--- config.mk ---
export PLATFORM = sky130hd
export DESIGN_NAME = spi_periph_top
export DESIGN_NICKNAME = d
export VERILOG_FILES = /design/src/spi_pkg.sv /design/src/prescaler.sv /design/src/spi_regs.sv /design/src/spi_shifter.sv /design/src/spi_periph_top.sv
export VERILOG_INCLUDE_DIRS = /design/src
export SDC_FILE = /design/constraint.sdc
export NUM_CORES = 1
export LEC_CHECK = 0
export BUFFER_PORTS_ARGS = -buffer_cell sky130_fd_sc_hd__buf_2
export CAP_MARGIN = 20
export CORE_MARGIN = 3
export CORE_UTILIZATION = 50
export DETAILED_ROUTE_END_ITERATION = 12
export GPL_ROUTABILITY_DRIVEN = 0
export HOLD_SLACK_MARGIN = 0.03
export PLACE_DENSITY = 0.81
export SLEW_MARGIN = 20
export SYNTH_ARGS = -nofsm -noshare
export SYNTH_HDL_FRONTEND = slang
export SYNTH_SLANG_ARGS = --single-unit
--- constraint.sdc ---
create_clock -name sys -period 5.1 [get_ports sys]
set_input_delay 0.255 -clock sys [delete_from_list [all_inputs] [get_ports sys]]
set_output_delay 0.255 -clock sys [all_outputs]
set_load 0.05 [all_outputs]
--- src/spi_settings.svh ---
`ifndef SPI_SETTINGS_SVH
`define SPI_SETTINGS_SVH

// Register map on the 2-bit bus address
`define SPI_CTRL 2'd0
`define SPI_STAT 2'd1
`define SPI_DATA 2'd2

// CTRL bit positions
`define SPI_CTRL_PR_LSB 0 // Rate select, low bit
`define SPI_CTRL_PR_MSB 2 // Rate select, high bit
`define SPI_CTRL_CPHA 3
`define SPI_CTRL_CPOL 4
`define SPI_CTRL_IE 5 // Interrupt on RXNE
`define SPI_CTRL_EN 7

// Bit 6 is not implemented and reads as zero
`define SPI_CTRL_MASK 8'hbf

// STAT bit positions
`define SPI_STAT_TXE 0 // Transmit buffer empty
`define SPI_STAT_RXNE 1 // Receive register full
`define SPI_STAT_BUSY 2 // Shifter active

`define SPI_STAT_MASK 8'h07

// Prescaler counter width
`define SPI_PR_N 8

// Half-period ticks in one byte, two per bit
`define SPI_XFER_TICKS 5'd16

`endif

--- src/spi_pkg.sv ---
package spi_pkg;

// One access on the peripheral bus
typedef struct packed {
	logic sel; // Peripheral selected
	logic we; // Write when high, read when low
	logic [1:0] addr; // Register address
	logic [7:0] wdata; // Write data
} pbus_req_t;

// Fields decoded from the CTRL register
typedef struct packed {
	logic enabled; // EN
	logic cpha; // Clock phase
	logic cpol; // Clock idle level
	logic ie; // Interrupt enable
	logic [2:0] pr_sel; // Rate select
} spi_ctrl_t;

// Shifter report back to the register file
typedef struct packed {
	logic busy; // Transfer in progress
	logic loaded; // One cycle, TX byte taken
	logic done; // One cycle, 8 bits complete
	logic [7:0] rx_byte; // Received byte, valid with done
} shift_stat_t;

endpackage

--- src/prescaler.sv ---
`timescale 1ns/1ns
`include "spi_settings.svh"

module prescaler
	import spi_pkg::*;
(
	input logic sys,
	input logic n_sh_reset,
	input spi_ctrl_t ctrl,
	output logic tick
);

logic [`SPI_PR_N-1:0] count;
logic [`SPI_PR_N-1:0] count_next;

assign count_next = count + `SPI_PR_N'(1);

// Bit k falls once every 2^(k+1) cycles, which gives the sck half period
always_ff @(posedge sys) begin
	if (!n_sh_reset || !ctrl.enabled) begin
		count <= '0; // Fixed phase on each enable
		tick <= 1'b0;
	end else begin
		count <= count_next;
		tick <= count[ctrl.pr_sel] & ~count_next[ctrl.pr_sel]; // Falling edge of selected bit
	end
end

endmodule

--- src/spi_regs.sv ---
`timescale 1ns/1ns
`include "spi_settings.svh"

module spi_regs
	import spi_pkg::*;
(
	input logic sys,
	input logic n_sh_reset,
	input pbus_req_t bus,
	output logic [7:0] rdata,
	output spi_ctrl_t ctrl,
	output logic [7:0] tx_byte,
	output logic tx_valid,
	input shift_stat_t stat,
	output logic irq
);

logic [7:0] ctrl_q;
logic [7:0] tx_buf;
logic [7:0] rx_buf;
logic [7:0] stat_word;
logic txe;
logic txe_d;
logic rxne;
logic rxne_d;
logic wr;
logic rd;
logic wr_ctrl;
logic wr_data;
logic rd_data;

// Bus decode
assign wr = bus.sel & bus.we;
assign rd = bus.sel & ~bus.we;
assign wr_ctrl = wr && (bus.addr == `SPI_CTRL);
assign wr_data = wr && (bus.addr == `SPI_DATA);
assign rd_data = rd && (bus.addr == `SPI_DATA);

// Decoded control fields
assign ctrl.enabled = ctrl_q[`SPI_CTRL_EN];
assign ctrl.cpha = ctrl_q[`SPI_CTRL_CPHA];
assign ctrl.cpol = ctrl_q[`SPI_CTRL_CPOL];
assign ctrl.ie = ctrl_q[`SPI_CTRL_IE];
assign ctrl.pr_sel = ctrl_q[`SPI_CTRL_PR_MSB:`SPI_CTRL_PR_LSB];

assign tx_byte = tx_buf;
assign tx_valid = ~txe; // Pending byte for the shifter

always_ff @(posedge sys) begin
	if (!n_sh_reset) begin
		ctrl_q <= 8'h00;
	end else if (wr_ctrl) begin
		ctrl_q <= bus.wdata & `SPI_CTRL_MASK;
	end
end

always_ff @(posedge sys) begin
	if (wr_data) begin
		tx_buf <= bus.wdata;
	end
end

// Receive register, overwritten by every completed byte
always_ff @(posedge sys) begin
	if (!n_sh_reset) begin
		rx_buf <= 8'h00;
	end else if (!ctrl.enabled) begin
		rx_buf <= 8'h00;
	end else if (stat.done) begin
		rx_buf <= stat.rx_byte;
	end
end

// Flag next state
always_comb begin
	txe_d = txe;
	rxne_d = rxne;
	if (!ctrl.enabled) begin
		txe_d = 1'b1;
		rxne_d = 1'b0;
	end else begin
		if (wr_data) begin
			txe_d = 1'b0; // New byte wins over a load
		end else if (stat.loaded) begin
			txe_d = 1'b1;
		end
		if (stat.done) begin
			rxne_d = 1'b1; // Fresh byte wins over a read
		end else if (rd_data) begin
			rxne_d = 1'b0;
		end
	end
end

always_ff @(posedge sys) begin
	if (!n_sh_reset) begin
		txe <= 1'b1;
		rxne <= 1'b0;
		irq <= 1'b0;
	end else begin
		txe <= txe_d;
		rxne <= rxne_d;
		irq <= rxne_d & ctrl.ie; // Rises together with RXNE
	end
end

always_comb begin
	stat_word = 8'h00;
	stat_word[`SPI_STAT_TXE] = txe;
	stat_word[`SPI_STAT_RXNE] = rxne;
	stat_word[`SPI_STAT_BUSY] = stat.busy;
end

// Read mux, zero when not selected
always_comb begin
	rdata = 8'h00;
	if (rd) begin
		case (bus.addr)
			`SPI_CTRL: rdata = ctrl_q & `SPI_CTRL_MASK;
			`SPI_STAT: rdata = stat_word & `SPI_STAT_MASK;
			`SPI_DATA: rdata = rx_buf;
			default: rdata = 8'h00; // Unmapped
		endcase
	end
end

endmodule

--- src/spi_shifter.sv ---
`timescale 1ns/1ns
`include "spi_settings.svh"

module spi_shifter
	import spi_pkg::*;
(
	input logic sys,
	input logic n_sh_reset,
	input spi_ctrl_t ctrl,
	input logic tick,
	input logic [7:0] tx_byte,
	input logic tx_valid,
	output shift_stat_t stat,
	output logic sck,
	output logic mosi,
	output logic ss_n,
	input logic miso
);

localparam logic ST_IDLE = 1'b0;
localparam logic ST_SHIFT = 1'b1;

logic state;
logic [4:0] tick_cnt; // Half periods done in this byte
logic [7:0] sh_data; // MSB out, LSB in
logic samp; // miso held from the leading edge
logic rx_bit;
logic done;
logic loaded;
logic lead;
logic trail;
logic last_trail;

// All 16 ticks seen, byte complete
assign done = (state == ST_SHIFT) && (tick_cnt == `SPI_XFER_TICKS);

// Take a byte when idle or while finishing the current one
assign loaded = ctrl.enabled && tx_valid && ((state == ST_IDLE) || done);

// Even ticks are leading edges, odd ticks trailing
assign lead = (state == ST_SHIFT) && tick && !done && !tick_cnt[0];
assign trail = (state == ST_SHIFT) && tick && !done && tick_cnt[0];
assign last_trail = trail && (tick_cnt == `SPI_XFER_TICKS - 5'd1);

// cpha=1 samples right at the trailing edge
assign rx_bit = ctrl.cpha ? miso : samp;

assign stat.busy = (state == ST_SHIFT);
assign stat.loaded = loaded;
assign stat.done = done;
assign stat.rx_byte = sh_data;

always_ff @(posedge sys) begin
	if (!n_sh_reset) begin
		state <= ST_IDLE;
		tick_cnt <= '0;
		sck <= 1'b0;
		mosi <= 1'b0;
		ss_n <= 1'b1;
	end else if (!ctrl.enabled) begin
		state <= ST_IDLE; // Abort any transfer
		tick_cnt <= '0;
		sck <= ctrl.cpol;
		mosi <= 1'b0;
		ss_n <= 1'b1;
	end else if (loaded) begin
		state <= ST_SHIFT;
		tick_cnt <= '0;
		sck <= ctrl.cpol;
		ss_n <= 1'b0; // Stays low on back-to-back bytes
		if (!ctrl.cpha) begin
			mosi <= tx_byte[7]; // Set up before the first leading edge
		end
	end else if (done) begin
		state <= ST_IDLE;
		tick_cnt <= '0;
		sck <= ctrl.cpol;
		ss_n <= 1'b1;
	end else if (state == ST_SHIFT) begin
		if (tick) begin
			tick_cnt <= tick_cnt + 5'd1;
			sck <= ~sck;
		end
		if (lead && ctrl.cpha) begin
			mosi <= sh_data[7]; // Change on the leading edge
		end
		if (trail && !ctrl.cpha && !last_trail) begin
			mosi <= sh_data[6]; // Next bit, before it shifts up
		end
	end else begin
		sck <= ctrl.cpol; // Idle level follows CPOL
	end
end

// Data path
always_ff @(posedge sys) begin
	if (loaded) begin
		sh_data <= tx_byte;
	end else if (trail) begin
		sh_data <= {sh_data[6:0], rx_bit};
	end
	if (lead) begin
		samp <= miso;
	end
end

endmodule

--- src/spi_periph_top.sv ---
`timescale 1ns/1ns

module spi_periph_top
	import spi_pkg::*;
(
	input logic sys,
	input logic n_sh_reset,
	input pbus_req_t bus,
	output logic [7:0] rdata,
	output logic sck,
	output logic mosi,
	input logic miso,
	output logic ss_n,
	output logic irq
);

spi_ctrl_t ctrl;
shift_stat_t stat;
logic tick;
logic [7:0] tx_byte;
logic tx_valid;

prescaler prescaler_inst (
	.sys(sys),
	.n_sh_reset(n_sh_reset),
	.ctrl(ctrl),
	.tick(tick)
);

spi_regs spi_regs_inst (
	.sys(sys),
	.n_sh_reset(n_sh_reset),
	.bus(bus),
	.rdata(rdata),
	.ctrl(ctrl),
	.tx_byte(tx_byte),
	.tx_valid(tx_valid),
	.stat(stat),
	.irq(irq)
);

spi_shifter spi_shifter_inst (
	.sys(sys),
	.n_sh_reset(n_sh_reset),
	.ctrl(ctrl),
	.tick(tick),
	.tx_byte(tx_byte),
	.tx_valid(tx_valid),
	.stat(stat),
	.sck(sck),
	.mosi(mosi),
	.ss_n(ss_n),
	.miso(miso)
);

endmodule

==> summary.md <==
| Metric | Value |
|---|---|
| Status | finished clean |
| Post-CTS Hold Fix Bufs | 0 |
| Core Region | 4786 sq um |
| Grt total ovfl | 0 |
| Htree depth | 2 |
| Final WL | 5345 microns |
| Peak VDD IR | 115.8 uV |
| Ys async rst share | 0% |
| Num CTS Buffers | 5 |
| PwrDens | 281.3 nW/um^2 |
| TritonCTS clock tree | done |
| Post-route clock period utilization | 42.91% |
| DRC | 0 |
| Post-Synthesis Cells | 246 |
| Clk Latency, worst-skew pair | 310 ps |
| Vias per cell | 5.574 |
| Top-count cell post-synth | dfxtp_1 |
| Via count | 1873 |
| CP startpoint kind | flop |
| Global-route wire length before repair | 8928 microns |
| Area leader, netlist | dfxtp_1 |
| Library cells used by synthesis | 43 |
| HPWL after detailed placement | 3898 microns |
| Initial antenna violation count | 0 |
| Clock Skew | 8.722 ps |
| Worst slew margin | 51.28% |
| TritonCTS Sinks | 53 |
| Top cell type's share of synthesized area | 28.92% |
| Worst reg-to-reg path cell count | 6 |
| Clock buffer depth | 2 |
| Largest net degree at the start of global routing | 20 |
| DIE AREA | 5868 sq um |
| Critical path required time | 5040 ps |
| Max cap viols | 0 |
| Hold WS | 129.3 ps |
| Worst min-delay path class | in -> reg |
| FF-to-FF Start | spi_shifter_inst.tick_cnt[0] |
| Post-synth top flop | dfxtp_1 |
| Critical Path Max Stage Delay | 410 ps |
| DR WL/cell | 15.91 microns |
| Total setup buffers inserted after CTS | 0 |
| R2r setup slk | 2910 ps |
| Layout cells sized above 1 | 19.33% |
| Initial DRC count | 125 |
| Worst-path cell chain | inv_1 -> ha_1 -> nand4bb_4 -> a21oi_4 -> inv_1 -> o21ai_1 |
| Post-layout util | 57.91% |
| Total Neg Setup Slack | 0 ps |
| CTS resizes | 0 |
| Post-synth top cells | dfxtp_1 (36), nor2_1 (23), nand2_1 (21), a21oi_1 (20), nand3_1 (19) |
| Tmin final | 2188 ps |
| FP Rows | 25 |
| Die Ht | 76.60 microns |
| Mean Syn Cell Area | 10.13 sq um |
| Reg2Reg Capture Point | spi_shifter_inst.sh_data[3] |
| Final setup viols | 0 |
| Syn. warnings | 0 |
| Initial Util | 52.08% |
| Layout area overhead | 11.19% |
| Diodes inserted | 0 |
| Final Hold Fails | 0 |
| Crit path capture | spi_shifter_inst.sh_data[3] |
| Number of synthesized flops with an enable pin | 17 |
| Syn Nets | 265 |
| Netlist Area Pre-Place | 2492 sq um |
| Die Width | 76.60 microns |
| Placed cells | 328 |
| Total track usage | 19.26% |
| Num ports | 27 |
| Pre-CTS setup slack | 2632 ps |
| Worst setup path startpoint | spi_shifter_inst.tick_cnt[0] |
| Register area share after synthesis | 49.40% |
| Worst Path Max Fanout | 14 |
| Count of input and output buffers | 26 |
| Post-route ant nets | 0 |
| DRT Pass-1 Iters | 5 |
| Fillers | 418 |
| Final Power | 0.7795 mW |
| Final instance area | 2771 sq um |
| Area post-placement | 2643 sq um |
| Post-synthesis register bit count | 53 |
| Non-Filler Instances | 336 |
| Crit Path Class | reg -> reg |
| Vias in the first global route | 1872 |
| CP max-delay cell | a21oi_4 |
| Leak | 0.9503 nW |
| Area contributors post-synth | dfxtp_1 (29%), edfxtp_1 (20%), mux2i_1 (6.4%) |
| Fin nets | 287 |
| CTS root buf | clkbuf_8 |
| Critical path endpoint category | flop |
| Post-route setup slack | 2912 ps |
| Peak Freq | 0.4569 GHz |
| Most frequent CP cell | inv_1 |
| Arrival time worst endpoint | 2130 ps |
| Clk slew on worst S/H paths | 90 ps |
| RSZ-0062 raised after global routing | false |
| Slew @ Worst Pin | 726.0 ps |
| Fin. max-slew vios | 0 |
metal layers:
metal  up-vias  wire length, microns  GRT usage (%)
li1        916                     -              -
met1       891                  2242          22.50
met2        53                  2716          34.01
met3        13                   245          4.255
met4         0                   141          7.971
met5         -                     0              0
cell usage in the layout (no fill, tap or decap), types with 5 or more instances in the layout:
cell | synthesis | final
clkbuf_8 | 0 | 5
nand2_1 | 21 | 21
edfxtp_1 | 17 | 17
mux2i_1 | 16 | 16
nand3_1 | 19 | 19
nor2b_1 | 10 | 10
a21oi_1 | 20 | 20
buf_2 | 3 | 26
xor2_1 | 5 | 5
nor2_1 | 23 | 23
mux2_2 | 7 | 7
dfxtp_1 | 36 | 36
inv_1 | 7 | 7
o21ai_0 | 8 | 7
where the power goes:
group / leakage [nW] / switching (mW) / internal, mW / total, mW
Combinational: 0.440 / 0.0157 / 0.0106 / 0.0263
Clock: 0.0663 / 0.138 / 0.175 / 0.313
Sequential: 0.444 / 0.00319 / 0.437 / 0.440
Total: 0.950 / 0.157 / 0.623 / 0.779
layout make-up:
| class | instances | area (sq um) | area share, % |
|---|---|---|---|
| multi-input cells | 175 | 1171 | 42.26 |
| repair buffers | 26 | 130.1 | 4.695 |
| clock inverters | 2 | 35.03 | 1.264 |
| clock buffers | 6 | 93.84 | 3.386 |
| flip-flops and latches | 53 | 1231 | 44.42 |
| well taps | 67 | 83.83 | 3.025 |
| inverters | 7 | 26.28 | 0.9481 |
flip-flops by register name (all words and copies together) (netlist names):
signal and count:
spi_shifter_inst.ss_n 1, spi_regs_inst.txe 1, spi_shifter_inst.sck 1, spi_shifter_inst.samp 1, spi_regs_inst.rxne 1, prescaler_inst.count 8, spi_shifter_inst.sh_data 8, prescaler_inst.tick 1
spi_regs_inst.rx_buf 8, spi_regs_inst.ctrl_q 7, spi_shifter_inst.state 1, spi_shifter_inst.mosi 1, spi_shifter_inst.tick_cnt 5, spi_regs_inst.irq 1, spi_regs_inst.tx_byte 8
worst max-delay path: cells and delay by family (launching register included):
kind	cells	cell delay, ps
fa+ha+maj	1	230
flops	1	380
compound gates	2	820
buf+inv	2	230
simple gates	1	170
cell families (layout without fill, tap and decap cells):
kind of cell / after synthesis / in the layout / synth area share [%]
DFF: 53 / 53 / 49.40
adders and majority gates: 4 / 4 / 2.008
AOI/OAI and AO/OA: 42 / 42 / 10.39
xor gates and xnor gates: 9 / 9 / 3.162
muxes: 24 / 24 / 10.49
buffers and inverters: 18 / 41 / 3.614
and+or+nand+nor: 96 / 96 / 20.93
worst min-delay path by stage:
stage	from	to	slack (ps)	depth (start not counted)
after floorplan	bus[0]	spi_regs_inst.tx_byte[0]	350	0
after global placement	bus[6]	spi_regs_inst.tx_byte[6]	440	1
after detailed placement	bus[6]	spi_regs_inst.tx_byte[6]	430	1
after CTS	bus[6]	spi_regs_inst.tx_byte[6]	120	1
after global routing	bus[6]	spi_regs_inst.tx_byte[6]	130	1
final	bus[6]	spi_regs_inst.tx_byte[6]	130	1
(Power assumes the default switching activity.)
